<file path="src/icache_defs.svh">
`ifndef ICACHE_DEFS_SVH
`define ICACHE_DEFS_SVH

////////////////////////////////////////////////////////////////////////////
// cache geometry
////////////////////////////////////////////////////////////////////////////

// 4 ways of 256 lines
`define ICACHE_WAYS       4
`define ICACHE_LINES      256

// address split
`define ICACHE_INDEX_W    8
`define ICACHE_TAG_W      20
`define ICACHE_OFFSET_W   4

// one bus beat and one line
`define ICACHE_WORD_W     32
`define ICACHE_LINE_WORDS 4
`define ICACHE_LINE_W     128

`endif
</file>
<file path="src/icache_pkg.sv">
`include "icache_defs.svh"

package icache_pkg;

    // address fields
    typedef logic [`ICACHE_TAG_W-1:0]   tag_t;
    typedef logic [`ICACHE_INDEX_W-1:0] index_t;
    typedef logic [`ICACHE_TAG_W+`ICACHE_INDEX_W+`ICACHE_OFFSET_W-1:0] addr_t;

    // word 0 sits in the low bits of a line
    typedef logic [`ICACHE_WORD_W-1:0] word_t;
    typedef logic [`ICACHE_LINE_W-1:0] line_t;

    typedef logic [`ICACHE_WAYS-1:0]   way_mask_t;
    // tree bits, one per inner node
    typedef logic [`ICACHE_WAYS-2:0]   plru_bits_t;

    typedef enum logic [2:0] {
        RESET,
        IDLE,
        RUN,
        MISS,
        REFILL,
        FINISH,
        RECOVER
    } icache_state_t;

endpackage

</file>
<file path="src/icache_hit_select.sv">
`timescale 1ns/1ps
`include "icache_defs.svh"

module icache_hit_select import icache_pkg::*; (
    input  way_mask_t                 hit,
    input  line_t [`ICACHE_WAYS-1:0]  lines,
    input  logic                      fill_hit,
    input  line_t                     fill_line,
    output logic                      any_hit,
    output line_t                     rdata
);

    localparam int SEL_W = $clog2(`ICACHE_WAYS);

    logic [SEL_W-1:0] hit_way;

    assign any_hit = |hit;

    // one-hot to way number
    always_comb begin
        hit_way = '0;
        for (int i = 0; i < `ICACHE_WAYS; i++) begin
            if (hit[i]) begin
                hit_way = SEL_W'(i);
            end
        end
    end

    // refilled line wins over the ways
    assign rdata = fill_hit ? fill_line : lines[hit_way];

endmodule

</file>
<file path="config.mk">
export PLATFORM = sky130hd
export DESIGN_NAME = icache_hit_select
export DESIGN_NICKNAME = d
export VERILOG_FILES = /design/src/icache_pkg.sv /design/src/icache_hit_select.sv
export VERILOG_INCLUDE_DIRS = /design/src /design/src/src
export SDC_FILE = /design/constraint.sdc
export NUM_CORES = 1
export LEC_CHECK = 0
export ABC_AREA = 1
export BUFFER_PORTS_ARGS = -buffer_cell sky130_fd_sc_hd__buf_4
export CORE_AREA = 10 10 290 292
export DETAILED_ROUTE_END_ITERATION = 6
export DIE_AREA = 0 0 300 302
export MAX_ROUTING_LAYER = met4
export PLACE_DENSITY_LB_ADDON = 0.3
export SLEW_MARGIN = 10
export SYNTH_ARGS = -nofsm -noshare
export SYNTH_HDL_FRONTEND = slang
export SYNTH_SLANG_ARGS = --single-unit
</file>
<file path="constraint.sdc">
create_clock -name vclk -period 1.6
set_input_delay 0.08 -clock vclk [all_inputs]
set_output_delay 0.08 -clock vclk [all_outputs]
set_load 0.01 [all_outputs]
</file>
==> metrics.cfg <==
[route]
wl_per_cell_microns=17.0
antenna_left=0
routed_wl_microns=63400
vias=13400
remaining_drc_errors=0
via_per_inst=3.60
dr.pass1.iters=5
drt_iter0_drc=591

[synth]
synthMuxAreaShare_pct=0
synth_cell_types=10
synth_area_leaders=nand2_1, nor2_1, inv_1
yosysWarnings=0
syn-instance-count=1927
yosys.area_share.simple_pct=79.1
synth_top_family_by_area=simple AND/OR/NAND/NOR gates
syn_area_sq_mm=0.00751
synthAdderAreaFrac_pct=0
seq_area_frac_synth_pct=0
synth_top_area_share_pct=44.9
syn_avg_cell_area_sq_um=3.90
synth_top_area_cell=nand2_1
synth_compound_area_share_pct=0
syn_nets=2572
synthXorXnorAreaFrac_pct=0

[timing]
worst_pin_slew_ns=0.468
setup_viol=0
hold_viol=0
holdWs_ns=0.437
layout_setup_ws_ns=0.0730
min_period_over_period_pct=95.4
max_freq_ghz=0.655
final-max-slew-violation-count=0
relSlewSlack_pct=68.7
min_period_ns=1.53
rsz0062_at_grt=true
setup_tns_ns=0

[critical_path]
path_common_cell=nand2_1
required_ns=1.52
cp_slowest_cell=nor2_4
slowest_delay_ns=0.22
cp_num_buf_inv=5
crit_type=input pin to output port
arrival_ns=1.45
crit_chain=buf_4 -> nor2_4 -> buf_6 -> buf_12 -> clkbuf_16 -> nor2_1 -> nand2_1 -> nand2_1 -> nand2_1 -> nand2_1 -> buf_4
critPathTopFamily=buffers and inverters
cp_max_fo=13
crit_path_start_kind=input pin
cp-end-kind=output port

[cells_and_area]
seq_cells=0
layout_common_cells=nand2_1, buf_4, nor2_1
fin_nets=3321
final_util_pct=19.4
clock_buffer_count=0
seqCellArea_sq_um=0
final_layout_size_suffix_gt1_share_pct=33.0
layout_commonest_cell=nand2_1
area_growth_pct=102
multi_input_area_sq_mm=0.00598
nFillCells=9424

[job]
cap_violations=0

[power]
pwr-share-clk_pct=0
leakagePower_nw=9.58
power_frac_comb_pct=100.0
switchingPower_mw=2.13
switching_share_pct=48.8
internal_power_mw=2.23
cellPowerDensity_mw_per_mm2=286
ir_drop_mv=0.107
seq_power_share_pct=0
report.power.total_mw=4.35

[global_route]
grt_max_degree=67
grt_pass1_vias=13600
antenna_found_initial=7
overflow=0
grt_pass1_wl_microns=86700
grt_usage_pct=12.9

[die]
num_rows=103
num_io_pins=774
start_util_pct=9.59
core_sq_mm=0.0784
die-width_microns=300
dieArea_sq_mm=0.0906
die_h_microns=302

[place]
place_congestion=0.897
hpwlAfterDp_microns=53200
dp_slack_ns=-0.117
port_buffers=774

[worst_hold_path]
min_path_type=input pin to output port

[run_status]
status=finished, final reports clean

[clocking]
cts_hold_buffers=0

## repair_timing
item | in CTS | in global routing
gates resized for setup | 2 | 7
pin swaps | 0 | 1
gates cloned | 0 | 3
setup endpoints to repair | 2 | 4
buffers inserted | 0 | 3
## path summary, 6_finish.rpt
check | cells after the start | to | start
max | 11 | rdata[41] | hit[3]
min | 4 | rdata[122] | fill_line[122]
## logic make-up after synthesis
kind of cell / Yosys count
and+or+nand+nor: 1541
buffers and inverters: 386
## layout make-up
cell class,count,area share (%)
multi-input cells,1541,39.3
diodes,5,0.0823
repair buffers,873,45.4
inverters,260,6.53
well taps,1050,8.64
## power by group through the flow
stage               sequential, mW  combinational [mW]   clock (mW)
CTS                              0                4.36            0
global placement                 0                4.34            0
detailed placement               0                4.34            0
global route                     0                4.82  0.000000418
finish                           0                4.35  0.000000419
floorplan                        0                1.78            0
## worst min-delay path: stages
cell     delay, ns
buf_4         0.08
nand2_1       0.04
nand2_1       0.05
buf_4         0.11
## routing by layer
layer / track usage, % / vias to the layer above / routed length, microns
met1: 15.2 / 5785 / 26900
met4: 2.44 / 0 / 1420
met2: 22.5 / 545 / 30900
li1: - / 7033 / -
met3: 2.57 / 52 / 4220
met5: - / - / 0
## synthesized netlist by cell type
master / n
nand2_1: 899
nor2_1: 513
inv_1: 258
nand3_1: 128
buf_2: 92
clkbuf_1: 32
inv_2: 2
buf_1: 1
buf_4: 1
nor2_2: 1
## stage by stage
step                cell area [sq um]  cells
floorplan                        7510   1927
global placement                15100   3718
detailed placement              15100   3718
CTS                             15100   3718
global route                    15200   3729
finish                          15200   3729
No activity file was read; power rests on OpenSTA's default activity.
