### config.mk
export PLATFORM = sky130hd
export DESIGN_NAME = icache_plru
export DESIGN_NICKNAME = d
export VERILOG_FILES = /design/src/icache_pkg.sv /design/src/icache_plru.sv
export VERILOG_INCLUDE_DIRS = /design/src /design/src/src
export SDC_FILE = /design/constraint.sdc
export NUM_CORES = 1
export LEC_CHECK = 0
export BUFFER_PORTS_ARGS = -buffer_cell sky130_fd_sc_hd__buf_4
export CAP_MARGIN = 30
export CORE_ASPECT_RATIO = 1.75
export CORE_MARGIN = 3
export CORE_UTILIZATION = 35
export DETAILED_ROUTE_END_ITERATION = 12
export GPL_TIMING_DRIVEN = 0
export SYNTH_ARGS = -nofsm -noshare
export SYNTH_HDL_FRONTEND = slang
export SYNTH_SLANG_ARGS = --single-unit
### constraint.sdc
create_clock -name clk -period 4.32 [get_ports clk]
set_input_delay 0.432 -clock clk [delete_from_list [all_inputs] [get_ports clk]]
set_output_delay 0.432 -clock clk [all_outputs]
set_load 0.05 [all_outputs]
### src/icache_defs.svh
`ifndef ICACHE_DEFS_SVH
`define ICACHE_DEFS_SVH

////////////////////////////////////////////////////////////////////////////
// cache geometry
////////////////////////////////////////////////////////////////////////////

// 4 ways of 256 lines
`define ICACHE_WAYS       4
`define ICACHE_LINES      256

// address split
`define ICACHE_INDEX_W    8
`define ICACHE_TAG_W      20
`define ICACHE_OFFSET_W   4

// one bus beat and one line
`define ICACHE_WORD_W     32
`define ICACHE_LINE_WORDS 4
`define ICACHE_LINE_W     128

`endif
### src/icache_pkg.sv
`include "icache_defs.svh"

package icache_pkg;

    // address fields
    typedef logic [`ICACHE_TAG_W-1:0]   tag_t;
    typedef logic [`ICACHE_INDEX_W-1:0] index_t;
    typedef logic [`ICACHE_TAG_W+`ICACHE_INDEX_W+`ICACHE_OFFSET_W-1:0] addr_t;

    // word 0 sits in the low bits of a line
    typedef logic [`ICACHE_WORD_W-1:0] word_t;
    typedef logic [`ICACHE_LINE_W-1:0] line_t;

    typedef logic [`ICACHE_WAYS-1:0]   way_mask_t;
    // tree bits, one per inner node
    typedef logic [`ICACHE_WAYS-2:0]   plru_bits_t;

    typedef enum logic [2:0] {
        RESET,
        IDLE,
        RUN,
        MISS,
        REFILL,
        FINISH,
        RECOVER
    } icache_state_t;

endpackage

### src/icache_plru.sv
`timescale 1ns/1ps
`include "icache_defs.svh"

module icache_plru import icache_pkg::*; (
    input  logic          clk,
    input  logic          rst,
    input  icache_state_t state,
    input  logic          choose,
    input  index_t        sda_index,
    output way_mask_t     victim
);

    plru_bits_t plru_mem [`ICACHE_LINES];
    plru_bits_t cur_bits;

    assign cur_bits = plru_mem[sda_index];

    // bit 0 picks the half, bits 1 and 2 the way inside it
    always_ff @(posedge clk) begin
        if (!rst) begin
            victim <= '0;
        end else if (choose) begin
            if (!cur_bits[0]) begin
                victim <= cur_bits[1] ? 4'b0010 : 4'b0001;
            end else begin
                victim <= cur_bits[2] ? 4'b1000 : 4'b0100;
            end
        end
    end

    // point the tree away from the way being refilled
    always_ff @(posedge clk) begin
        if (!rst) begin
            for (int i = 0; i < `ICACHE_LINES; i++) begin
                plru_mem[i] <= '0;
            end
        end else if (state == MISS) begin
            case (victim)
                4'b0001: plru_mem[sda_index] <= {cur_bits[2], 1'b1, 1'b1};
                4'b0010: plru_mem[sda_index] <= {cur_bits[2], 1'b0, 1'b1};
                4'b0100: plru_mem[sda_index] <= {1'b1, cur_bits[1], 1'b0};
                4'b1000: plru_mem[sda_index] <= {1'b0, cur_bits[1], 1'b0};
                default: plru_mem[sda_index] <= cur_bits;
            endcase
        end
    end

endmodule

==> run metrics <==
status=finished, violations left; failing checks=negative setup slack; Synth area leaders=edfxtp_1 (64%), mux4_2 (11%), nor2_1 (6.8%), nand2_1 (5.0%), nor3_1 (1.8%); area fraction in compound gates after synthesis=0.0305; final worst-path cycle share=1.05; reg2reg end=plru_mem[14][1]; met3 Usage GRT=0.0765; Final Hold Viols=0; number of library cell types mapped by synthesis=just under 50; fin worst setup slack=-0.234 ns; Inst Count DP=4,220; Core Util, Final=0.405; total core area=0.101 mm²; initial antenna violation count=10; Ports=18; post-synthesis xor/xnor area fraction=0.000244; Area growth, synth to finish=14.2%; die height=430 µm; mux contribution to synthesized area=0.128; Antenna Nets Post-Route=0; Arrival @ worst endpoint=4.91 ns; clock share of power=0.365; CP Launch Type=primary input; CP endpoint=plru_mem[164][0]; Port Buf Inserts=14; Root Driver=clkbuf_16; reg2reg start=plru_mem[63][1]; total gr overflow=0; HP Class=in2reg; VDD IR-drop max=approximately 0.0003 V; Cell Area, Synth=about 0.036 mm²; most frequent cell after synthesis=edfxtp_1; fin nets=2,979; Net Sw Frac=0.281; 1st-pass router iterations=6; Worst slew margin=0.279; CP max FO=12; PwrDens=432 mW/mm²; GR peak layer=met2; area leader, netlist=edfxtp_1; Yosys warnings=0; Post-route DRC=0; Total Die Area=0.107 mm²; Leakage=14.2 nW; RSZ-0062 raised after global routing=yes; Design Power=17.7 mW; Internal=12.8 mW; GPL Wtd Cong=1.07; pin count of the biggest net entering global routing=17; top cell type's share of synthesized area=0.642; Final Non-Filler Cells=4,342; layout cell share with drive strength beyond 1=0.172; Synth Area in Simple Gates=0.157; power share of the combinational group=0.153; ys flop type=edfxtp_1; net count after synthesis=2,841; M2 GR Usage=0.514; Worst-Skew Late Latency=roughly 0.67 ns; first-pass GRT wire length=218,000 µm; postcts setup bufs=0; count of final max-slew check failures=0; Crit Path Class=in2reg; Critical Path RT=4.68 ns; Post-Route WL=163,000 µm; cells after synthesis=2,827; asr flop ratio synth=0; path depth of the worst reg2reg path=9; Initial Utilization=0.355; clk buf depth=3; Vias=approximately 27,000; switching power=4.99 mW; Final Skew=0.0234 ns; Crit. End Element=flop; Clock Sinks=approximately 770; Detailed Place HPWL=118,000 µm; Least-Margin Pin Slew=1.08 ns; r2r setup slk=0.25 ns; EDFF count, synth=768; Avg Inst Size Synth=12.7 µm²; fmax=0.220 GHz; Die Width=between 200 and 250 µm; H-tree depth=3; Yosys reg bits=772; Seq/Total Area, Yosys=0.644; CTS tree=built; Synth Area in Adders=0; Setup Viol. Count Final=about 600; largest family of logic cells by synthesized area=simple AND/OR/NAND/NOR gates; most frequent cells after synthesis=edfxtp_1 (768), nor2_1 (647), nand2_1 (481), mux4_2 (174), nor3_1 (132); Sequential Power Share=0.482; minimum clock period=4.55 ns; vias in the first global route=26,615; Row Count=154; Vias/cell=6.23; Worst Hold Launch=choose; clock-pin slew of the registers on the worst-case setup and hold paths=roughly 0.070 ns; WL per Instance=37.5 µm; CP startpoint=sda_index[1]; M1 GR Usage=0.310; Num CTS Buffers=67; GRT Overall Usage=0.307; DR iter-0 viols=4,113; max cap viols=0
==> flip-flops by register name, indices dropped and copies added, names as in the netlist <==
name,count
victim,4
plru_mem,768
==> layout make-up <==
type | instances | area (µm²)
clock inverters | 33 | 380
repair buffers | 70 | 910
fillers | 9570 | 60300
plain buffers | 254 | 1550
inverters | 4 | 15.0
clock buffers | 84 | 1870
multi-input cells | 1796 | 11500
flip-flops and latches | 772 | 23100
diodes | 3 | 7.51
well taps | 1326 | 1660
==> worst max-delay path, cell delays in order <==
cell and delay [ns]:
buf_4 0.29, buf_6 0.25, buf_6 0.32, buf_4 0.44, mux4_2 0.44, o21ai_0 0.44, nand4_1 0.22, a311oi_1 0.45
a32oi_1 0.38, a22oi_2 0.35, buf_6 0.31, buf_2 0.37, nor3_1 0.15
==> worst min path at each step <==
stage               slack [ns]         to  cells past startpoint
global placement          0.59  victim[2]                      2
detailed placement        0.59  victim[2]                      2
CTS                        0.1  victim[3]                      3
global route              0.12  victim[1]                      3
finish                    0.12  victim[2]                      3
floorplan                 0.62  victim[0]                      2
==> cells in the final DEF, fill, tap and decap left out, types with 4 or more instances in the layout <==
master and count:
edfxtp_1 768, nor2_1 640, nand2_1 479, mux4_2 174
nor3_1 130, clkbuf_1 112, buf_4 80, clkbuf_16 73
mux2i_1 61, a22oi_1 59, o21ai_0 46, buf_8 42
nor4_1 38, buf_6 37, buf_2 35, nand3_1 32
a21oi_1 21, clkinv_1 14, clkbuf_2 11, nor2b_1 9
bufinv_16 9, clkinv_2 9, and2_1 8, or3_1 8
clkbuf_4 6, buf_1 6, nand4_1 6, mux2_2 6
nor4_2 6, nand2b_1 5, nor2_2 5, a221oi_1 5
o211ai_1 5, a211oi_1 4, nand3b_1 4, dfxtp_1 4
==> power by group through the flow <==
stage,registers (mW),logic [mW],clock network (mW)
after floorplan,8.66,1.35,0
after global placement,8.71,2.50,0
after detailed placement,8.72,2.56,0
after CTS,8.55,2.58,6.44
after global routing,8.57,2.71,6.70
final,8.56,2.72,6.47
==> routing by layer <==
metal	vias up	part of all wire
li1	10606	-
met1	13543	0.29
met2	2091	0.48
met3	804	0.10
met4	2	0.13
met5	-	0.000080
==> cells by family (layout without fill, tap and decap cells) <==
logic type | count (synthesis) | count (layout)
other cells | 0 | 3
xor+xnor | 1 | 1
flops | 772 | 772
compound gates | 167 | 167
mux | 243 | 243
buf+inv | 259 | 445
simple gates | 1385 | 1385
==> per-stage QoR <==
step / setup WS [ns] / setup TNS [ns] / instance area, µm² / hold slack [ns]
final: -0.234 / -43.01 / 41000 / 0.121
after global routing: -0.0450 / -0.0450 / 41000 / 0.118
after CTS: 0.0269 / 0 / 40900 / 0.0986
after detailed placement: -1.29 / -923.03 / 38500 / 0.589
after global placement: -2.08 / -1582.68 / 37700 / 0.593
after floorplan: 1.05 / 0 / 35900 / 0.617
==> timing repair <==
action / CTS / global route
resized for setup: 37 / 39
pin swaps: 0 / 0
hold buffers: 0 / 0
endpoints found under the hold margin: 0 / 0
setup endpoints to repair: 823 / 880
Power figures use the tool's default switching activity.
