<file path="src/icache_defs.svh">
`ifndef ICACHE_DEFS_SVH
`define ICACHE_DEFS_SVH

////////////////////////////////////////////////////////////////////////////
// cache geometry
////////////////////////////////////////////////////////////////////////////

// 4 ways of 256 lines
`define ICACHE_WAYS       4
`define ICACHE_LINES      256

// address split
`define ICACHE_INDEX_W    8
`define ICACHE_TAG_W      20
`define ICACHE_OFFSET_W   4

// one bus beat and one line
`define ICACHE_WORD_W     32
`define ICACHE_LINE_WORDS 4
`define ICACHE_LINE_W     128

`endif
</file>
<file path="src/icache_pkg.sv">
`include "icache_defs.svh"

package icache_pkg;

    // address fields
    typedef logic [`ICACHE_TAG_W-1:0]   tag_t;
    typedef logic [`ICACHE_INDEX_W-1:0] index_t;
    typedef logic [`ICACHE_TAG_W+`ICACHE_INDEX_W+`ICACHE_OFFSET_W-1:0] addr_t;

    // word 0 sits in the low bits of a line
    typedef logic [`ICACHE_WORD_W-1:0] word_t;
    typedef logic [`ICACHE_LINE_W-1:0] line_t;

    typedef logic [`ICACHE_WAYS-1:0]   way_mask_t;
    // tree bits, one per inner node
    typedef logic [`ICACHE_WAYS-2:0]   plru_bits_t;

    typedef enum logic [2:0] {
        RESET,
        IDLE,
        RUN,
        MISS,
        REFILL,
        FINISH,
        RECOVER
    } icache_state_t;

endpackage

</file>
<file path="src/icache_ctrl.sv">
`timescale 1ns/1ps
`include "icache_defs.svh"

module icache_ctrl import icache_pkg::*; (
    input  logic          clk,
    input  logic          rst,
    input  logic          req,
    input  index_t        index,
    input  tag_t          tag,
    input  logic          arready,
    input  logic          rvalid,
    input  logic          rlast,
    input  logic          any_hit,
    input  logic          fill_hit,
    input  way_mask_t     victim,
    output logic          index_ok,
    output logic          data_ok,
    output logic          arvalid,
    output addr_t         araddr,
    output index_t        array_index,
    output way_mask_t     tag_wen,
    output way_mask_t     data_wen,
    output logic          wvalid,
    output logic          sda_load,
    output tag_t          sda_tag,
    output index_t        sda_index,
    output icache_state_t state,
    output logic          choose
);

    logic   sta_req;
    index_t sta_index;
    logic   sda_req;
    index_t sweep_cnt;
    logic   advance;

    ////////////////////////////////////////////////////////////////////////////
    // handshake with the cpu
    ////////////////////////////////////////////////////////////////////////////

    // way hits only count once the copies are fresh
    assign data_ok  = sda_req && (((state == RUN) && any_hit) || fill_hit);
    // pipe moves in RUN, and in FINISH when the refilled line returns
    assign advance  = ((state == RUN) || (state == FINISH)) && (!sda_req || data_ok);
    assign index_ok = req && advance;
    assign choose   = (state == RUN) && sda_req && !any_hit;

    // tag stage and data stage
    always_ff @(posedge clk) begin
        if (!rst) begin
            sta_req <= 1'b0;
            sda_req <= 1'b0;
        end else if (advance) begin
            sta_req <= req;
            sda_req <= sta_req;
        end
    end

    always_ff @(posedge clk) begin
        if (advance) begin
            sta_index <= index;
            sda_index <= sta_index;
            // tag of the request leaving the tag stage
            sda_tag   <= tag;
        end
    end

    ////////////////////////////////////////////////////////////////////////////
    // main fsm
    ////////////////////////////////////////////////////////////////////////////

    always_ff @(posedge clk) begin
        if (!rst) begin
            state <= RESET;
        end else begin
            case (state)
                RESET:   if (sweep_cnt == index_t'(`ICACHE_LINES - 1)) state <= IDLE;
                IDLE:    state <= RUN;
                RUN:     if (choose) state <= MISS;
                MISS:    if (arready) state <= REFILL;
                REFILL:  if (rvalid && rlast) state <= FINISH;
                // write back, re-read for the waiting request, reload copies
                FINISH:  state <= RECOVER;
                RECOVER: state <= IDLE;
                default: state <= RESET;
            endcase
        end
    end

    // invalidate sweep, one line per cycle
    always_ff @(posedge clk) begin
        if (!rst) begin
            sweep_cnt <= '0;
        end else if (state == RESET) begin
            sweep_cnt <= sweep_cnt + index_t'(1);
        end
    end

    ////////////////////////////////////////////////////////////////////////////
    // array steering
    ////////////////////////////////////////////////////////////////////////////

    always_comb begin
        case (state)
            RESET:   array_index = sweep_cnt;
            RUN:     array_index = index;
            IDLE:    array_index = sta_index;
            default: array_index = sda_index;
        endcase
    end

    assign tag_wen  = (state == RESET)  ? '1 :
                      (state == FINISH) ? victim : '0;
    assign data_wen = (state == FINISH) ? victim : '0;
    assign wvalid   = (state != RESET);
    // IDLE picks up the re-read done in RECOVER
    assign sda_load = advance || (state == IDLE);

    // aligned 4-beat line read
    assign arvalid  = (state == MISS);
    assign araddr   = {sda_tag, sda_index, {`ICACHE_OFFSET_W{1'b0}}};

endmodule

</file>
<file path="config.mk">
export PLATFORM = sky130hd
export DESIGN_NAME = icache_ctrl
export DESIGN_NICKNAME = d
export VERILOG_FILES = /design/src/icache_pkg.sv /design/src/icache_ctrl.sv
export VERILOG_INCLUDE_DIRS = /design/src /design/src/src
export SDC_FILE = /design/constraint.sdc
export NUM_CORES = 1
export LEC_CHECK = 0
export BUFFER_PORTS_ARGS = -buffer_cell sky130_fd_sc_hd__buf_2
export CORE_MARGIN = 3
export CORE_UTILIZATION = 50
export CTS_BUF_LIST = sky130_fd_sc_hd__clkbuf_2
export DETAILED_ROUTE_END_ITERATION = 6
export PLACE_DENSITY = 0.88
export SETUP_SLACK_MARGIN = 0.2
export SKIP_CTS_REPAIR_TIMING = 1
export SYNTH_ARGS = -nofsm -noshare
export SYNTH_HDL_FRONTEND = slang
export SYNTH_SLANG_ARGS = --single-unit
</file>
<file path="constraint.sdc">
create_clock -name clk -period 4.6 [get_ports clk]
set_clock_uncertainty 0.05 [all_clocks]
set_input_delay 0.23 -clock clk [delete_from_list [all_inputs] [get_ports clk]]
set_output_delay 0.23 -clock clk [all_outputs]
set_load 0.02 [all_outputs]
</file>
==> results of run 1 <==
==> layer usage <==
layer | part of all wire, % | vias to the layer above | track usage, % | routed length (µm)
met1 | 36 | 934 | 23.6 | 2330
met5 | 0 | - | 0 | 0
met2 | 53 | 126 | 36.6 | 3400
met4 | 1.8 | 0 | 6.13 | 115
li1 | - | 937 | - | -
met3 | 8.6 | 10 | 6.49 | 550
==> worst max-delay path: stages (launching register included) <==
cell	delay, ps
dfxtp_1	1030
and3b_1	340
a32oi_1	330
inv_1	360
and2_1	270
buf_2	150
==> cells by family (layout without fill, tap and decap cells) <==
group | Yosys count | count (layout) | share of synthesized area (%)
compound gates | 47 | 47 | 13.2
xor+xnor | 2 | 2 | 0.750
fa+ha+maj | 1 | 1 | 0.536
buf+inv | 50 | 167 | 13.6
flops | 49 | 49 | 57.4
mux | 10 | 10 | 4.72
other cells | 1 | 4 | 0.161
simple gates | 41 | 41 | 9.54
==> cells in the final DEF (no fill, tap or decap), types with 5 or more instances in the layout <==
cell,n
a21oi_1,8
a22oi_1,16
buf_2,120
clkbuf_2,5
dfxtp_1,13
dlygate4sd3_1,29
edfxtp_1,36
inv_1,8
mux2_2,8
nand2_1,13
nor2_1,5
o21ai_0,11
==> power breakdown <==
| group | total, W | leakage, nW | switching [W] | internal [W] |
|---|---|---|---|---|
| Clock | 0.000223 | 0.0366 | 0.000133 | 0.0000898 |
| Combinational | 0.000303 | 0.917 | 0.000186 | 0.000117 |
| Sequential | 0.000552 | 0.431 | 0.0000378 | 0.000514 |
| Total | 0.00108 | 1.38 | 0.000357 | 0.000721 |
==> cell type report <==
| cell class | count | area [µm²] | share of cell area [%] |
|---|---|---|---|
| well taps | 52 | 65.1 | 2.10 |
| clock buffers | 5 | 25.0 | 0.809 |
| clock inverters | 3 | 41.3 | 1.34 |
| multi-input cells | 105 | 687 | 22.2 |
| inverters | 9 | 33.8 | 1.09 |
| flip-flops and latches | 49 | 1340 | 43.4 |
| repair buffers | 150 | 898 | 29.1 |
==> worst min-delay path by stage <==
stage            start                    end  cells past startpoint
3_3_place_gp   tag[13]  sda_tag[13]$_DFFE_PP_                      1
5_1_grt        arready  state[2]$_SDFFE_PN0P_                      3
4_1_cts         tag[4]   sda_tag[4]$_DFFE_PP_                      1
6_report       arready  state[2]$_SDFFE_PN0P_                      3
3_5_place_dp    tag[2]   sda_tag[2]$_DFFE_PP_                      1
2_1_floorplan   tag[0]   sda_tag[0]$_DFFE_PP_                      0
==> registers in the layout, summed over array words and instances (netlist names) <==
signal     cells
sweep_cnt      8
sda_req        1
sda_tag       20
sta_req        1
state          3
sda_index      8
sta_index      8
==> through the flow <==
step	hold WS [ps]	instances
after CTS	-107	344
after global placement	358	336
final	36.8	373
after floorplan	279	204
after detailed placement	358	336
after global routing	25.0	373
==> run metrics, run 1 <==
max cap viols=0; DR vias/cell=5.38; CP Class=reg -> out; # IOs=125; Final #Nets=361; layout cells sized above 1=43.0%; Worst R2R End=sda_index[2]$_DFFE_PP_; Slew HR=33.3%; status=finished, final reports clean; Area after DPL=0.00274 mm²; mapped cell area=0.00233 mm²; dpl ws=1860 ps; total number of vias=2007; GRT Overall Usage=20.5%; Rows=24; Hold Fails Final Rpt=0; CP Data Arrival Time=2900 ps; antenna violations before repair=0; DP HPWL=4260 µm; Warnings, synthesis=0; antenna diode count=0; clock latency on the worst-skew pair=420 ps; Placer Congestion=0.826; static leakage=1.38 nW; Post-synth EDFFs=36; hold crit path type=in -> reg; Initial DRC Count=206; Die Area=0.00553 mm²; clock sinks=49; setup_tns=0 ps; min Tclk post-route=3180 ps; Fillers=321; Critical Path Fanout Max=30; IO Port Bufs=120; final instance area=0.00309 mm²; vias in the first global route=1698; Critical path origin=state[1]$_SDFFE_PN0P_; Tot Pwr=0.00108 W; critical path endpoint category=primary output; CTS tree=done; sequential cell area fraction in the yosys report=57.4%; CTS root buf=clkbuf_2; fin. max-slew vios=0; core footprint=0.00444 mm²; post-synth top area share=46.3%; period utilisation layout=69.0%; Post-synth top cells=36 x edfxtp_1, 32 x buf_4, 16 x a22oi_1, 13 x dfxtp_1, 13 x nand2_1; Layout Utilization=69.6%; Critical Path RT=4320 ps; wire per inst=17.1 µm; end of the critical path=index_ok; Yosys reg bits=49; total CTS buffers=5; Tightest Pin Transition=998 ps; VDD IR max=0.000175 V; Synth area leader=edfxtp_1; largest cells by area after synthesis=edfxtp_1 46%, dfxtp_1 11%, buf_4 10%, a22oi_1 5.1%, mux2_2 3.9%; Clock Path Buffers=2; largest net degree at the start of global routing=31; chip width=74.3 µm; first-pass GRT wire length=8420 µm; predominant post-synthesis flop cell=edfxtp_1; remaining antenna violation count=0; Cell variety after synth=40; Avg Cell Area, Syn=11.6 µm²; pwr dens=349 mW/mm²; Clock H-tree levels=2; final WL=6390 µm; final setup fails=0; die height=74.3 µm; grt ovf=0; count leader, synth=edfxtp_1; async set-reset flop share out of synthesis=0%; DRT Pass-1 Iters=5; worst r2r src=state[2]$_SDFFE_PN0P_; post-route setup slack=1420 ps; clock-pin slew on the worst setup and hold paths=220 ps; Syn Inst Count=201; initial core utilization=52.5%; Worst R2R Setup Slack=1810 ps; DR DRC count=0; FF-to-FF path depth=4; crit start category=flop; Area Growth Syn to Fin=32.4%; Max Fclk=315 MHz; RSZ-0062 raised after global routing=no
(Power assumes the default switching activity.)
==> inputs of run 2 (changes only) <==
--- a/config.mk
+++ b/config.mk
@@ -8,10 +8,10 @@
 export LEC_CHECK = 0
 export BUFFER_PORTS_ARGS = -buffer_cell sky130_fd_sc_hd__buf_2
 export CORE_MARGIN = 3
-export CORE_UTILIZATION = 50
+export CORE_UTILIZATION = 46
 export CTS_BUF_LIST = sky130_fd_sc_hd__clkbuf_2
 export DETAILED_ROUTE_END_ITERATION = 6
-export PLACE_DENSITY = 0.88
+export PLACE_DENSITY = 0.82
 export SETUP_SLACK_MARGIN = 0.2
 export SKIP_CTS_REPAIR_TIMING = 1
 export SYNTH_ARGS = -nofsm -noshare
==> constraint.sdc (replaced) <==
create_clock -name clk -period 3 [get_ports clk]
set_clock_uncertainty 0.05 [all_clocks]
set_input_delay 0.15 -clock clk [delete_from_list [all_inputs] [get_ports clk]]
set_output_delay 0.15 -clock clk [all_outputs]
set_load 0.02 [all_outputs]
==> run 2 against run 1 <==
Net effect:
- first-iteration DRC count decreased by 66%
- clock power increased by 7%
- die area increased by 8.0%
- combinational power increased by 57%
- hold slack improved by 160 ps
- routed wire length decreased by 13%
- sequential cell count unchanged
- sequential share of layout area decreased by 0.74 points
- final cell count increased by 5.6%
- utilization decreased by 4.3 points
- critical path type unchanged
==> run metrics, run 2 (synthesis gave the netlist of run 1 again) <==
status=finished, final reports clean; crit start category=flop; antenna violations before repair=0 (unchanged); clock sinks=49 (unchanged); critical-path cell list=nor2_1 -> a32oi_1 -> inv_1 -> and2_1 -> buf_2; Critical Path Fanout Max=18 (-40%); min Tclk post-route=2560 ps; hold path depth=5 (+2); antenna diode count=0 (unchanged); IO Port Bufs=120 (unchanged); hold slack final=201 ps (+164 ps); DR vias/cell=4.99 (-7.3%); Critical path origin=state[2]$_SDFFE_PN0P_; Reg area=0.00134 mm² (unchanged); Slowest cell on crit path=nor2_1; Multi-input gate area=687 µm² (unchanged); Slew HR=47.9% (+15 points); first-pass GRT wire length=7940 µm (-5.8%); GRT Overall Usage=16.9% (-3.6 points); total number of vias=1966 (-2.0%); most frequent cells in the layout=120 x buf_2, 36 x edfxtp_1, 35 x dlygate4sd3_1; dpl ws=572 ps (-1290 ps); Worst R2R End=sda_tag[3]$_DFFE_PP_; Placer Congestion=0.819 (-0.86%); initial core utilization=48.5% (-4.1 points); Largest Register=sda_tag; most common cell after layout, fill and taps aside=buf_2; fin. max-slew vios=0 (unchanged); layout cells sized above 1=42.2% (-0.79 points); Max Fclk=391 MHz; final setup fails=0 (unchanged); core footprint=0.00482 mm² (+8.4%); Area Growth Syn to Fin=34.7%; Worst R2R Setup Slack=520 ps (-1290 ps); Fillers=390 (+21%); DR DRC count=0 (unchanged); pwr dens=491 mW/mm² (+41%); Die Area=0.00597 mm² (+8.0%); remaining antenna violation count=0 (unchanged); wire per inst=14.1 µm (-18%); clock latency on the worst-skew pair=390 ps (-30 ps); grt ovf=0 (unchanged); Critical Path RT=2800 ps (-1520 ps); Tightest Pin Transition=779 ps (-220 ps); die height=77.2 µm (+3.9%); DRT Pass-1 Iters=4 (-1); Clock H-tree levels=2 (unchanged); largest net degree at the start of global routing=37 (+19%); CTS tree=done; CTS root buf=clkbuf_2; DP HPWL=3900 µm (-8.3%); end of the critical path=index_ok; max cap viols=0 (unchanged); VDD IR max=0.000301 V (+72%); Clock Path Buffers=2 (unchanged); RSZ-0062 raised after global routing=no; post-route setup slack=442 ps (-982 ps); total CTS buffers=5 (unchanged); Rows=25 (+4.2%); CP Class=reg -> out; hold crit path type=in -> reg; Final #Nets=368 (+1.9%); max reg flops=20 (unchanged); final WL=5550 µm (-13%); chip width=77.2 µm (+3.9%); Post-Place Cells=352 (+4.8%); Hold Fails Final Rpt=0 (unchanged); period utilisation layout=85.3%; fin cells=394 (+5.6%); clock-pin slew on the worst setup and hold paths=210 ps (about the same); setup_tns=0 ps (unchanged); CP Data Arrival Time=2360 ps (-540 ps); critical path endpoint category=primary output; FF-to-FF path depth=4 (unchanged); Tot Pwr=0.00155 W (+43%); vias in the first global route=1694 (-0.24%); static leakage=1.41 nW (+1.9%); Initial DRC Count=71 (-66%); worst r2r src=state[2]$_SDFFE_PN0P_; critical path's largest stage delay=680 ps (-350 ps); # IOs=125 (unchanged)
[run 2: worst max-delay path, delay by kind of cell (launching register included)]
kind	cells	cell delay, ps
and+or+nand+nor	2	810
AOI/OAI and AO/OA	1	300
buffers and inverters	2	310
DFF	1	540
[run 2: where the power goes]
group / leakage (nW) / total [W] / switching [W] / internal (W)
combinational: 0.954 / 0.000476 / 0.000288 / 0.000188
clock: 0.0265 / 0.000239 / 0.000185 / 0.0000544
sequential: 0.431 / 0.000830 / 0.0000416 / 0.000789
[run 2: how the worst min path moves through the flow]
stage / from / endpoint / slack [ps]
after floorplan: tag[0] / sda_tag[0]$_DFFE_PP_ / 200
after global placement: tag[19] / sda_tag[19]$_DFFE_PP_ / 280
after detailed placement: tag[0] / sda_tag[0]$_DFFE_PP_ / 280
after CTS: tag[0] / sda_tag[0]$_DFFE_PP_ / -150
after global routing: fill_hit / sda_req$_SDFFE_PN0P_ / 180
final: fill_hit / sda_req$_SDFFE_PN0P_ / 200
[run 2: layer usage]
metal / share of wire [%] / wire (µm) / track usage [%] / vias to the layer above
met3: 8.5 / 471 / 5.63 / 5
met2: 51 / 2840 / 29.4 / 103
met5: 0 / 0 / 0 / -
met1: 40 / 2210 / 20.4 / 905
li1: - / - / - / 953
met4: 0.38 / 21 / 3.20 / 0
[run 2: per-stage QoR]
| stage | area [µm²] | util (%) |
|---|---|---|
| after global placement | 2760 | 57.3 |
| final | 3150 | 65.3 |
| after global routing | 3150 | 65.3 |
| after detailed placement | 2760 | 57.3 |
| after CTS | 2800 | 58.0 |
| after floorplan | 2350 | - |
[run 2: area by class of cell]
class                      count  area share, %
clock buffer                   6          0.955
clock inverter                 1          0.119
inverter                       9           1.07
multi-input combinational    105           21.8
sequential                    49           42.6
tap                           67           2.67
timing repair buffer         157           30.7
