[src/icache_defs.svh]
`ifndef ICACHE_DEFS_SVH
`define ICACHE_DEFS_SVH

////////////////////////////////////////////////////////////////////////////
// cache geometry
////////////////////////////////////////////////////////////////////////////

// 4 ways of 256 lines
`define ICACHE_WAYS       4
`define ICACHE_LINES      256

// address split
`define ICACHE_INDEX_W    8
`define ICACHE_TAG_W      20
`define ICACHE_OFFSET_W   4

// one bus beat and one line
`define ICACHE_WORD_W     32
`define ICACHE_LINE_WORDS 4
`define ICACHE_LINE_W     128

`endif
[src/icache_pkg.sv]
`include "icache_defs.svh"

package icache_pkg;

    // address fields
    typedef logic [`ICACHE_TAG_W-1:0]   tag_t;
    typedef logic [`ICACHE_INDEX_W-1:0] index_t;
    typedef logic [`ICACHE_TAG_W+`ICACHE_INDEX_W+`ICACHE_OFFSET_W-1:0] addr_t;

    // word 0 sits in the low bits of a line
    typedef logic [`ICACHE_WORD_W-1:0] word_t;
    typedef logic [`ICACHE_LINE_W-1:0] line_t;

    typedef logic [`ICACHE_WAYS-1:0]   way_mask_t;
    // tree bits, one per inner node
    typedef logic [`ICACHE_WAYS-2:0]   plru_bits_t;

    typedef enum logic [2:0] {
        RESET,
        IDLE,
        RUN,
        MISS,
        REFILL,
        FINISH,
        RECOVER
    } icache_state_t;

endpackage

[src/icache_refill.sv]
`timescale 1ns/1ps
`include "icache_defs.svh"

module icache_refill import icache_pkg::*; (
    input  logic          clk,
    input  logic          rst,
    input  icache_state_t state,
    input  tag_t          sda_tag,
    input  index_t        sda_index,
    input  logic          rvalid,
    input  word_t         rdata,
    output logic          rready,
    output tag_t          fill_tag,
    output line_t         fill_line,
    output logic          fill_hit
);

    localparam int BEAT_W = $clog2(`ICACHE_LINE_WORDS);

    logic [BEAT_W-1:0]             beat_cnt;
    logic [`ICACHE_LINE_WORDS-1:0] word_valid;
    word_t [`ICACHE_LINE_WORDS-1:0] fill_words;
    index_t                        fill_index;
    logic                          beat;

    assign rready = (state == REFILL);
    assign beat   = rvalid && rready;

    // line under refill
    always_ff @(posedge clk) begin
        if (state == MISS) begin
            fill_tag   <= sda_tag;
            fill_index <= sda_index;
        end
    end

    ////////////////////////////////////////////////////////////////////////////
    // beat collection
    ////////////////////////////////////////////////////////////////////////////

    always_ff @(posedge clk) begin
        if (!rst) begin
            beat_cnt <= '0;
        end else if (state == MISS) begin
            beat_cnt <= '0;
        end else if (beat) begin
            beat_cnt <= beat_cnt + BEAT_W'(1);
        end
    end

    always_ff @(posedge clk) begin
        if (!rst) begin
            word_valid <= '0;
        end else if (beat) begin
            word_valid[beat_cnt] <= 1'b1;
        end else if (state == FINISH) begin
            word_valid <= '0;
        end
    end

    // beats come in as words 0 to 3
    always_ff @(posedge clk) begin
        if (beat) begin
            fill_words[beat_cnt] <= rdata;
        end
    end

    assign fill_line = fill_words;
    assign fill_hit  = (&word_valid) && (fill_tag == sda_tag) && (fill_index == sda_index);

endmodule

[config.mk]
export PLATFORM = sky130hd
export DESIGN_NAME = icache_refill
export DESIGN_NICKNAME = d
export VERILOG_FILES = /design/src/icache_pkg.sv /design/src/icache_refill.sv
export VERILOG_INCLUDE_DIRS = /design/src /design/src/src
export SDC_FILE = /design/constraint.sdc
export NUM_CORES = 1
export LEC_CHECK = 0
export BUFFER_PORTS_ARGS = -buffer_cell sky130_fd_sc_hd__buf_4
export CAP_MARGIN = 20
export CORE_MARGIN = 3
export CORE_UTILIZATION = 51
export CTS_CLUSTER_DIAMETER = 60
export DETAILED_ROUTE_END_ITERATION = 6
export MAX_ROUTING_LAYER = met4
export PLACE_DENSITY = 0.83
export SETUP_SLACK_MARGIN = 0.3
export SLEW_MARGIN = 10
export SYNTH_ARGS = -nofsm -noshare
export SYNTH_HDL_FRONTEND = slang
export SYNTH_SLANG_ARGS = --single-unit
[constraint.sdc]
create_clock -name clk -period 5.6 [get_ports clk]
set_clock_uncertainty 0.1 [all_clocks]
set_input_delay 0.28 -clock clk [delete_from_list [all_inputs] [get_ports clk]]
set_output_delay 0.28 -clock clk [all_outputs]
set_load 0.02 [all_outputs]
==> summary.md, run 1 <==
| Metric | Value |
|---|---|
| Outcome | `finished, final reports clean` |
| Clock latency on the worst-skew pair | `0.50 ns` |
| Layout area overhead | `55.5%` |
| Syn Inst Count | `231` |
| Ports | `216` |
| Final WL | `approximately 15,000 um` |
| Comb power frac | `about 6.0%` |
| Internal power | `1.97 mW` |
| Switch share | `22.2%` |
| Post-synthesis xor/xnor area fraction | `under 10%` |
| Routability cong. | `0.782` |
| Final Max Slew Viols | `0` |
| Synth Area in Simple Gates | `3.35%` |
| CP Data Arrival Time | `~2.1 ns` |
| Cell Rows | `36` |
| Die area | `between 10,000 and 15,000 um^2` |
| Yosys warning count | `0` |
| Worst Setup Path Type | `input pin to output port` |
| Unrepaired setup endpoints after global routing | `no` |
| Number of global-route vias before repair | `3,647` |
| Psw | `0.562 mW` |
| Clk buf depth | `2` |
| Clock share of power | `40.6%` |
| Seq cells post-synth | `162` |
| Worst Setup Start Kind | `input pin` |
| H-tree levels | `4` |
| Post-route cell area | `8250 um^2` |
| Endpoints failing setup | `0` |
| Largest net degree at the start of global routing | `34` |
| Layout Nets | `599` |
| Main combinational cell family by area after synthesis | `XOR/XNOR gates` |
| Share of layout cells above drive strength 1 | `46.5%` |
| Clock Pin Slew Worst Setup and Hold Paths | `0.06 ns` |
| Post-CTS Setup Inserts | `0` |
| Max Cap Violations | `0` |
| Sequential power share | `53.4%` |
| Antenna-violating nets left | `0` |
| Hpwl dp | `approximately 8200 um` |
| Worst EP required | `between 5 and 6 ns` |
| Die W | `108 um` |
| Post-DP Area | `7110 um^2` |
| Initial Util | `between 50% and 60%` |
| Vias/cell | `5.02` |
| DR pass1 iterations | `4` |
| Finished Core Util | `82.9%` |
| Clk sink count | `between 150 and 200` |
| Initial drt markers | `303` |
| Syn avg cell area | `23.0 um^2` |
| PwrDens | `around 310 nW/um^2` |
| Period minus WS final | `2.50 ns` |
| Wire length of the first global-routing pass | `21,300 um` |
| Seq/Total Area, Yosys | `90.6%` |
| Final Hold Vio Count | `0` |
| Core Area | `9950 um^2` |
| Global Route Usage Sum | `26.2%` |
| Cts bufs inserted | `17` |
| Worst-margin pin slew | `0.838 ns` |
| CTS tree | `yes` |
| Clock Tree Root | `clkbuf_8` |
| Die height | `108 um` |
| I/O Buffers | `215` |
| Hold Crit Class | `input pin to register` |
| Critical Path Sink Type | `output port` |
| Setup slack after placement | `3.58 ns` |
| Achievable frequency | `0.400 GHz` |
| Residual DRC count | `0` |
| Cell variety after synth | `17` |
| Synth Area in Compound Gates | `less than 1%` |
| Leakage power | `between 3 and 4 nW` |
| Overflow after GRT | `0` |
| Drt wl/cell | `21.8 um` |
| Normalized max-slew margin | `44.1%` |
| Number of fill cells | `461` |
| Worst vdd ir | `0.211 mV` |
| Initial antenna violation count | `1` |
| Synth Area in Adders | `0.944%` |
| Routed vias | `3,391` |
| Max FO, Critical Path | `2` |
| Syn nets | `301` |
| PostCTS Resize Cnt | `0` |
| Final WS setup | `between 3 and 4 ns` |
| Synthesized cell area | `5300 um^2` |
| Fin Hold WS | `~0.036 ns` |
| Fin crit share | `between 40% and 50%` |
| TNS Setup | `0 ns` |
| Mux contribution to synthesized area | `0%` |
## metal layers
layer  global-route usage (%)  share of wire [%]  vias up  wire [um]
met2                     44.5                 52      231       7680
met1                     29.8                 37     1640       5380
li1                         -                  -     1494          -
met4                     9.47                2.0        0        290
met5                        -                  0        -          0
met3                     7.64                9.4       26       1380
## synth_stat cells (all sizes together)
master | instances | area share, %
nor3b | 1 | 0.14
and4bb | 1 | 0.24
edfxtp | 156 | 88
a21oi | 1 | 0.094
inv | 2 | 0.14
nor4 | 5 | 0.71
o21ai | 1 | 0.094
xnor2 | 12 | 2.0
nand2 | 2 | 0.14
nand4 | 5 | 0.59
nor2 | 13 | 0.92
nand3b | 1 | 0.14
and2 | 4 | 0.47
dfxtp | 6 | 2.3
xor2 | 17 | 2.8
ha | 4 | 0.94
## worst max-delay path: stages
cell and delay, ns:
dlygate4sd3_1 0.55, buf_4 0.15, xor2_1 0.15, nor4_1 0.32, nand4_1 0.16, nor4_2 0.29
buf_4 0.21
## cell usage in the layout (no fill, tap or decap)
| cell type | count |
|---|---|
| xor2_1 | 17 |
| nor2_2 | 1 |
| a21oi_1 | 1 |
| ha_1 | 4 |
| clkinv_4 | 2 |
| diode_2 | 1 |
| and4bb_2 | 1 |
| edfxtp_1 | 156 |
| clkbuf_8 | 1 |
| buf_4 | 218 |
| and2_1 | 2 |
| nand3b_1 | 1 |
| inv_1 | 2 |
| nor3b_1 | 1 |
| nor4_2 | 1 |
| nor4_1 | 4 |
| nor2_1 | 12 |
| clkinv_1 | 3 |
| nand4_1 | 5 |
| xnor2_1 | 12 |
| clkinvlp_4 | 6 |
| dfxtp_1 | 6 |
| dlygate4sd3_1 | 61 |
| o21ai_0 | 1 |
| and2_2 | 2 |
| clkbuf_16 | 16 |
| nand2_1 | 2 |
| inv_6 | 4 |
## final timing paths
| check | from | endpoint | slack (ns) | cells past startpoint |
|---|---|---|---|---|
| worst max-delay path | sda_index[4] | fill_hit | 3.10 | 7 |
| worst min register to register | word_valid[3]$_SDFFE_PN0P_ | word_valid[3]$_SDFFE_PN0P_ | 0.38 | 2 |
| worst max register to register | beat_cnt[0]$_SDFFE_PP0P_ | fill_line[74]$_DFFE_PP_ | 3.86 | 3 |
| worst min-delay path | state[2] | beat_cnt[1]$_SDFFE_PP0P_ | 0.04 | 3 |
## power groups by stage
| stage | registers, mW | clock network, mW | logic (mW) |
|---|---|---|---|
| 2_1_floorplan | 1.39 | 0 | 0.0223 |
| 3_3_place_gp | 1.38 | 0 | 0.106 |
| 3_5_place_dp | 1.38 | 0 | 0.111 |
| 4_1_cts | 1.35 | 1.03 | 0.147 |
| 5_1_grt | 1.35 | 1.10 | 0.161 |
| 6_report | 1.35 | 1.03 | 0.152 |
## stage by stage
| step | power, mW | cells |
|---|---|---|
| 2_1_floorplan | 1.42 | 231 |
| 6_report | 2.54 | 676 |
| 3_3_place_gp | 1.48 | 582 |
| 3_5_place_dp | 1.49 | 582 |
| 4_1_cts | 2.53 | 675 |
| 5_1_grt | 2.61 | 676 |
## layout make-up
class	count	area [um^2]	share of cell area (%)
Clock inverter	15	109	1.32
Sequential cell	162	4800	58.3
Antenna cell	1	2.50	0.0303
Clock buffer	17	414	5.02
Inverter	2	7.51	0.0910
Multi-Input combinational cell	67	497	6.02
Timing Repair Buffer	279	2250	27.2
Tap cell	133	166	2.02
## registers in the layout, summed over array words and instances (netlist names)
| signal | count |
|---|---|
| fill_tag | 20 |
| fill_line | 128 |
| fill_index | 8 |
| word_valid | 4 |
| beat_cnt | 2 |
## kinds of logic after synthesis
kind of cell | Yosys count
adder cells (fa/ha/maj) | 4
XOR/XNOR | 29
flip-flops | 162
AO/OA/AOI/OAI | 2
AND/OR/NAND/NOR | 32
buffers and inverters | 2
## repair_timing
item	CTS	global route
hold buffers	61	0
hold endpoints to repair	161	0
setup endpoints to repair	0	0
No activity file was read; power rests on OpenSTA's default activity.
==> inputs of run 2 (changes only) <==
Settings changed: ABC_AREA set to 1, CORE_UTILIZATION 51 to 44, PLACE_DENSITY 0.83 to 0.75.
Clock period 5.6 ns to 2.2 ns, I/O delays scaled along.
==> summary.md, run 2 <==
| Metric | Value |
|---|---|
| Outcome | `finished, final reports clean (unchanged)` |
| Seq cells post-synth | `162 (unchanged)` |
| Wire length of the first global-routing pass | `21,900 um (was 21,300 um)` |
| Number of fill cells | `738 (was 461)` |
| Post-DP Area | `7510 um^2 (was 7110 um^2)` |
| Period minus WS final | `1.90 ns` |
| Syn nets | `415 (was 301)` |
| Hpwl dp | `8960 um (was 8210 um)` |
| Core Area | `12,300 um^2 (was 9950 um^2)` |
| Overflow after GRT | `0 (unchanged)` |
| Yosys warning count | `0 (unchanged)` |
| Final Hold Vio Count | `0 (unchanged)` |
| Psw | `1.38 mW (was 0.562 mW)` |
| Cell variety after synth | `20 (was 17)` |
| Mux contribution to synthesized area | `0% (unchanged)` |
| Fin crit share | `86.5%` |
| TNS Setup | `0 ns (unchanged)` |
| Endpoints failing setup | `0 (unchanged)` |
| Die height | `119 um (was 108 um)` |
| Post-route cell area | `8780 um^2 (was 8250 um^2)` |
| Leakage power | `3.70 nW (was 3.18 nW)` |
| Drt wl/cell | `17.2 um (was 21.8 um)` |
| Clock share of power | `43.3% (was 40.6%)` |
| Residual DRC count | `0 (unchanged)` |
| Antenna-violating nets left | `0 (unchanged)` |
| Routed vias | `3,839 (was 3,391)` |
| Achievable frequency | `around 0.53 GHz` |
| Cell Rows | `40 (was 36)` |
| Seq/Total Area, Yosys | `85.4% (was 90.6%)` |
| Footprint of the multi-input gates | `614 um^2 (was 497 um^2)` |
| Share of layout cells above drive strength 1 | `40.2% (was 46.5%)` |
| Most used DFF post-synth | `edfxtp_1 (unchanged)` |
| Worst-margin pin slew | `0.467 ns (was 0.838 ns)` |
| Routability cong. | `0.826 (was 0.782)` |
| Synth Area in Compound Gates | `1.40% (was 0.189%)` |
| Internal power | `5.44 mW (was 1.97 mW)` |
| Clock latency on the worst-skew pair | `0.42 ns (was 0.50 ns)` |
| Worst Setup Start Kind | `register (was input pin)` |
| Post-synth top area cell | `edfxtp_1 (unchanged)` |
| Layout area overhead | `56.0% (was 55.5%)` |
| PostCTS Resize Cnt | `0 (unchanged)` |
| Die area | `14,200 um^2 (was 11,700 um^2)` |
| Initial antenna violation count | `0 (was 1)` |
| Clk buf depth | `2 (unchanged)` |
| I/O Buffers | `215 (unchanged)` |
| Top cells by area, synth | `edfxtp_1 83%, nand2_1 5.0%, inv_1 3.6%, dfxtp_1 2.1%, nor2_1 1.7% (was edfxtp_1 88%, xor2_1 2.8%, dfxtp_1 2.3%, xnor2_1 2.0%, ha_1 0.94%)` |
| Top cells by count, synth | `156 x edfxtp_1, 75 x nand2_1, 54 x inv_1, 25 x nor2_1, 6 x dfxtp_1 (was 156 x edfxtp_1, 17 x xor2_1, 13 x nor2_1, 12 x xnor2_1, 6 x dfxtp_1)` |
| Main combinational cell family by area after synthesis | `simple AND/OR/NAND/NOR gates (was XOR/XNOR gates)` |
| Unrepaired setup endpoints after global routing | `yes (was no)` |
| Ports | `216 (unchanged)` |
| Register Area | `4800 um^2 (unchanged)` |
| Most frequent cells in the layout | `223 x buf_4, 156 x edfxtp_1, 75 x nand2_1 (was 218 x buf_4, 156 x edfxtp_1, 61 x dlygate4sd3_1)` |
| Syn avg cell area | `16.3 um^2 (was 23.0 um^2)` |
| Normalized max-slew margin | `68.8% (was 44.1%)` |
| CP Data Arrival Time | `1.69 ns (was 2.12 ns)` |
| Synth Area in Simple Gates | `7.81% (was 3.35%)` |
| Final Max Slew Viols | `0 (unchanged)` |
| Max Cap Violations | `0 (unchanged)` |
| DR pass1 iterations | `5 (was 4)` |
| Comb power frac | `6.2% (was 6.0%)` |
| Critical Path Sink Type | `output port (unchanged)` |
| Initial drt markers | `270 (was 303)` |
| Top cell type's share of synthesized area | `83.3% (was 88.3%)` |
| Syn Inst Count | `345 (was 231)` |
| Worst vdd ir | `0.500 mV (was 0.211 mV)` |
| Switch share | `20.3% (was 22.2%)` |
| Layout Nets | `722 (was 599)` |
| Die W | `119 um (was 108 um)` |
| Synthesized cell area | `5630 um^2 (was 5300 um^2)` |
| Initial Util | `45.9% (was 53.3%)` |
| Max reg flops | `128 (unchanged)` |
| Clock Tree Root | `clkbuf_16 (was clkbuf_8)` |
| Synth Area in Adders | `0.889% (was 0.944%)` |
| Vias/cell | `4.61 (was 5.02)` |
| Clock Pin Slew Worst Setup and Hold Paths | `0.06 ns (about the same)` |
| Hold Crit Class | `input pin to register (unchanged)` |
| Post-synthesis xor/xnor area fraction | `0.623% (was 4.79%)` |
| H-tree levels | `4 (unchanged)` |
| Worst EP required | `1.99 ns (was 5.22 ns)` |
| Commonest non-fill, non-tap cell in the layout | `buf_4 (unchanged)` |
| Global Route Usage Sum | `21.0% (was 26.2%)` |
| Final WL | `14,300 um (was 14,700 um)` |
| CTS tree | `yes (unchanged)` |
| Largest net degree at the start of global routing | `33 (was 34)` |
| Clk sink count | `162 (unchanged)` |
| Number of global-route vias before repair | `3,992 (was 3,647)` |
| PwrDens | `777 nW/um^2 (was 307 nW/um^2)` |
| Sequential power share | `50.5% (was 53.4%)` |
| Number of flops mapped to enable cells by yosys | `156 (unchanged)` |
| Worst Setup Path Type | `register to output port (was input pin to output port)` |
| Max FO, Critical Path | `3 (was 2)` |
| Ys async rst share | `0% (unchanged)` |
| Count leader, synth | `edfxtp_1 (unchanged)` |
| Cts bufs inserted | `17 (unchanged)` |
[run 2: cell count changes in the layout (fill, tap and decap cells not counted), moves of 9 or more]
| cell | before | now |
|---|---|---|
| xor2_1 | 17 | 1 |
| inv_1 | 2 | 54 |
| xnor2_1 | 12 | 3 |
| nor2_1 | 12 | 25 |
| nand2_1 | 2 | 75 |
[run 2: final timing paths]
check / from / end / slack (ns) / cells past startpoint
hold reg to reg: word_valid[0]$_SDFFE_PN0P_ / word_valid[0]$_SDFFE_PN0P_ / 0.37 / 2
hold / removal: state[0] / fill_index[1]$_DFFE_PP_ / 0.05 / 3
setup / recovery: fill_tag[15]$_DFFE_PP_ / fill_hit / 0.30 / 8
setup reg to reg: beat_cnt[0]$_SDFFE_PP0P_ / fill_line[85]$_DFFE_PP_ / 0.58 / 5
[run 2: repair_timing]
item | in CTS | in global routing
buffers inserted | 0 | 4
endpoints found under the hold margin | 163 | 0
setup endpoints to repair | 0 | 1
hold buffers | 64 | 0
[run 2: power groups by stage]
stage	logic, mW	clock network, mW	registers, mW
2_1_floorplan	0.0825	0	3.54
3_3_place_gp	0.305	0	3.51
3_5_place_dp	0.317	0	3.51
4_1_cts	0.412	3.00	3.44
5_1_grt	0.462	3.12	3.45
6_report	0.424	2.95	3.45
[run 2: cells by family after synthesis]
| kind of cell | count (synthesis) |
|---|---|
| AND/OR/NAND/NOR | 109 |
| flip-flops | 162 |
| XOR/XNOR | 4 |
| buffers and inverters | 57 |
| AO/OA/AOI/OAI | 9 |
| adder cells (fa/ha/maj) | 4 |
[run 2: layout make-up]
class | instances | area share, %
clock inverter | 12 | 1.80
multi-input combinational | 126 | 7.00
inverter | 57 | 2.50
tap | 168 | 2.40
clock buffer | 19 | 4.93
timing repair buffer | 288 | 26.6
sequential | 162 | 54.7
antenna | 1 | 0.0285
[run 2: critical path, cell delays in order (launching register included)]
cell and delay, ns:
edfxtp_1 0.43, nand2_1 0.09, nand2_1 0.05, nor2_1 0.13, nand2_1 0.08, nor2_1 0.12
nand2_1 0.08, nor2_1 0.14, buf_4 0.16
[run 2: metrics by stage]
step,setup slack (ns),hold slack (ns),power [mW],util (%),cells
after floorplan,0.385,0.109,3.63,-,345
after global placement,0.585,0.206,3.81,61.3,733
after detailed placement,0.544,0.207,3.83,61.3,733
after CTS,0.348,0.0214,6.86,71.3,828
after global routing,0.131,0.0420,7.03,71.6,832
final,0.297,0.0510,6.82,71.6,833
[run 2: layer usage]
metal  share of wire [%]  GRT usage, %  up-vias  wire (um)
met5                   0             -        -          0
met4                 1.6          6.81        0        223
met3                  10          6.84       21       1460
met2                  51          35.5      251       7350
met1                  37          23.9     1778       5290
li1                    -             -     1789          -
==> inputs of run 3 (changes only) <==
Settings changed: RECOVER_POWER set to 50.
==> summary.md, run 3 (synthesized netlist as in run 2, its figures left out) <==
| Metric | Value |
|---|---|
| Outcome | `finished, final reports clean (unchanged)` |
| Max FO, Critical Path | `32 (was 3)` |
| R2R setup slack | `0.57 ns (was 0.58 ns)` |
| Largest net degree at the start of global routing | `33 (unchanged)` |
| Final Max Slew Viols | `0 (unchanged)` |
| Number of fill cells | `916 (was 738)` |
| Vias/cell | `4.63 (was 4.61)` |
| Most frequent cells in the layout | `156 x edfxtp_1, 134 x clkbuf_1, 88 x buf_4 (was 223 x buf_4, 156 x edfxtp_1, 75 x nand2_1)` |
| Die area | `14,200 um^2 (unchanged)` |
| Fin crit share | `87.0% (was 86.5%)` |
| Worst EP required | `2.16 ns (was 1.99 ns)` |
| Final WL | `14,400 um (was 14,300 um)` |
| Drt wl/cell | `17.3 um (was 17.2 um)` |
| Overflow after GRT | `0 (unchanged)` |
| Worst-margin pin slew | `0.467 ns (about the same)` |
| Share of layout cells above drive strength 1 | `20.0% (was 40.2%)` |
| Fin Hold WS | `0.0329 ns (was 0.0510 ns)` |
| Cts bufs inserted | `17 (unchanged)` |
| Worst vdd ir | `0.493 mV (was 0.500 mV)` |
| CP Data Arrival Time | `1.88 ns (was 1.69 ns)` |
| Comb power frac | `5.5% (was 6.2%)` |
| Endpoints failing setup | `0 (unchanged)` |
| H-tree levels | `4 (unchanged)` |
| Clock Pin Slew Worst Setup and Hold Paths | `0.06 ns (about the same)` |
| I/O Buffers | `215 (unchanged)` |
| Die W | `119 um (unchanged)` |
| Internal power | `5.38 mW (was 5.44 mW)` |
| Clock share of power | `43.5% (was 43.3%)` |
| Sequential power share | `51.0% (was 50.5%)` |
| Clk sink count | `162 (unchanged)` |
| Global Route Usage Sum | `21.0% (unchanged)` |
| Hold Crit Class | `input pin to register (unchanged)` |
| Number of global-route vias before repair | `3,992 (unchanged)` |
| Achievable frequency | `0.522 GHz (was 0.526 GHz)` |
| Period minus WS final | `1.91 ns (was 1.90 ns)` |
| Final Hold Vio Count | `0 (unchanged)` |
| Cell Rows | `40 (unchanged)` |
| Finished Core Util | `67.4% (was 71.6%)` |
| PwrDens | `818 nW/um^2 (was 777 nW/um^2)` |
| Wire length of the first global-routing pass | `21,900 um (unchanged)` |
| Antenna-violating nets left | `0 (unchanged)` |
| Clock Tree Root | `clkbuf_16 (unchanged)` |
| Routed vias | `3,856 (was 3,839)` |
| Non-Filler Instances | `833 (unchanged)` |
| Footprint of the multi-input gates | `601 um^2 (was 614 um^2)` |
| Post-Place Cells | `733 (unchanged)` |
| Initial Util | `45.9% (unchanged)` |
| Unrepaired setup endpoints after global routing | `yes (unchanged)` |
| Worst Setup Start Kind | `input pin (was register)` |
| Switch share | `20.3% (about the same)` |
| CTS tree | `yes (unchanged)` |
| Initial antenna violation count | `0 (unchanged)` |
| Leakage power | `3.21 nW (was 3.70 nW)` |
| Layout area overhead | `46.9% (was 56.0%)` |
| Worst Setup Path Type | `input pin to register (was register to output port)` |
| TNS Setup | `0 ns (unchanged)` |
| Hpwl dp | `8960 um (unchanged)` |
| Register Area | `4800 um^2 (unchanged)` |
| Clk buf depth | `2 (unchanged)` |
| Psw | `1.37 mW (was 1.38 mW)` |
| DR pass1 iterations | `5 (unchanged)` |
| Residual DRC count | `0 (unchanged)` |
| Ports | `216 (unchanged)` |
| Normalized max-slew margin | `68.9% (was 68.8%)` |
| Routability cong. | `0.826 (unchanged)` |
| Max reg flops | `128 (unchanged)` |
| Max Cap Violations | `0 (unchanged)` |
| Initial drt markers | `297 (was 270)` |
| Critical Path Sink Type | `register (was output port)` |
| Clock latency on the worst-skew pair | `0.42 ns (about the same)` |
| Layout Nets | `722 (unchanged)` |
| Commonest non-fill, non-tap cell in the layout | `edfxtp_1 (was buf_4)` |
| Die height | `119 um (unchanged)` |
| Core Area | `12,300 um^2 (unchanged)` |
==> run 3: timing repair <==
action                                  in CTS  in global routing
hold buffers                                64                  0
buffers inserted                             0                  4
gates resized for setup                      0                  0
hold endpoints to repair                   163                  0
endpoints found under the setup margin       0                  1
==> run 3: final cells by class <==
| type | count | share of cell area (%) |
|---|---|---|
| Sequential cell | 162 | 58.1 |
| Inverter | 57 | 2.60 |
| Clock inverter | 12 | 1.91 |
| Timing Repair Buffer | 288 | 22.3 |
| Multi-Input combinational cell | 126 | 7.27 |
| Tap cell | 168 | 2.54 |
| Clock buffer | 19 | 5.24 |
| Antenna cell | 1 | 0.0303 |
==> run 3: metal layers <==
metal	track usage (%)	part of all wire, %	up-vias
met5	-	0	-
met4	6.81	1.8	0
met3	6.84	9.1	25
met2	35.5	50	226
met1	23.9	39	1813
li1	-	-	1792
==> run 3: stage by stage <==
step	instance area [um^2]	worst slack (ns)	power [mW]
finish	8260	0.286	6.76
global placement	7510	0.585	3.81
detailed placement	7510	0.544	3.83
CTS	8740	0.348	6.86
floorplan	5630	0.385	3.63
global route	8260	0.130	6.98
==> run 3: path summary, 6_finish.rpt <==
kind,from,end,cells after the start
max,state[2],fill_line[85]$_DFFE_PP_,9
min,state[1],beat_cnt[1]$_SDFFE_PP0P_,4
max reg2reg,beat_cnt[0]$_SDFFE_PP0P_,fill_line[85]$_DFFE_PP_,5
min reg2reg,word_valid[0]$_SDFFE_PN0P_,word_valid[0]$_SDFFE_PN0P_,2
==> run 3: critical path, stage by stage <==
cell,delay (ns)
dlygate4sd3_1,0.53
buf_4,0.12
inv_2,0.06
nor3_4,0.12
nand2_1,0.14
clkinvlp_2,0.22
nand2_2,0.09
inv_1,0.06
buf_4,0.39
==> run 3: power groups by stage <==
stage / sequential, mW / combinational (mW) / clock, mW
after global placement: 3.51 / 0.305 / 0
after detailed placement: 3.51 / 0.317 / 0
final: 3.45 / 0.372 / 2.94
after global routing: 3.45 / 0.408 / 3.12
after CTS: 3.44 / 0.412 / 3.00
after floorplan: 3.54 / 0.0825 / 0
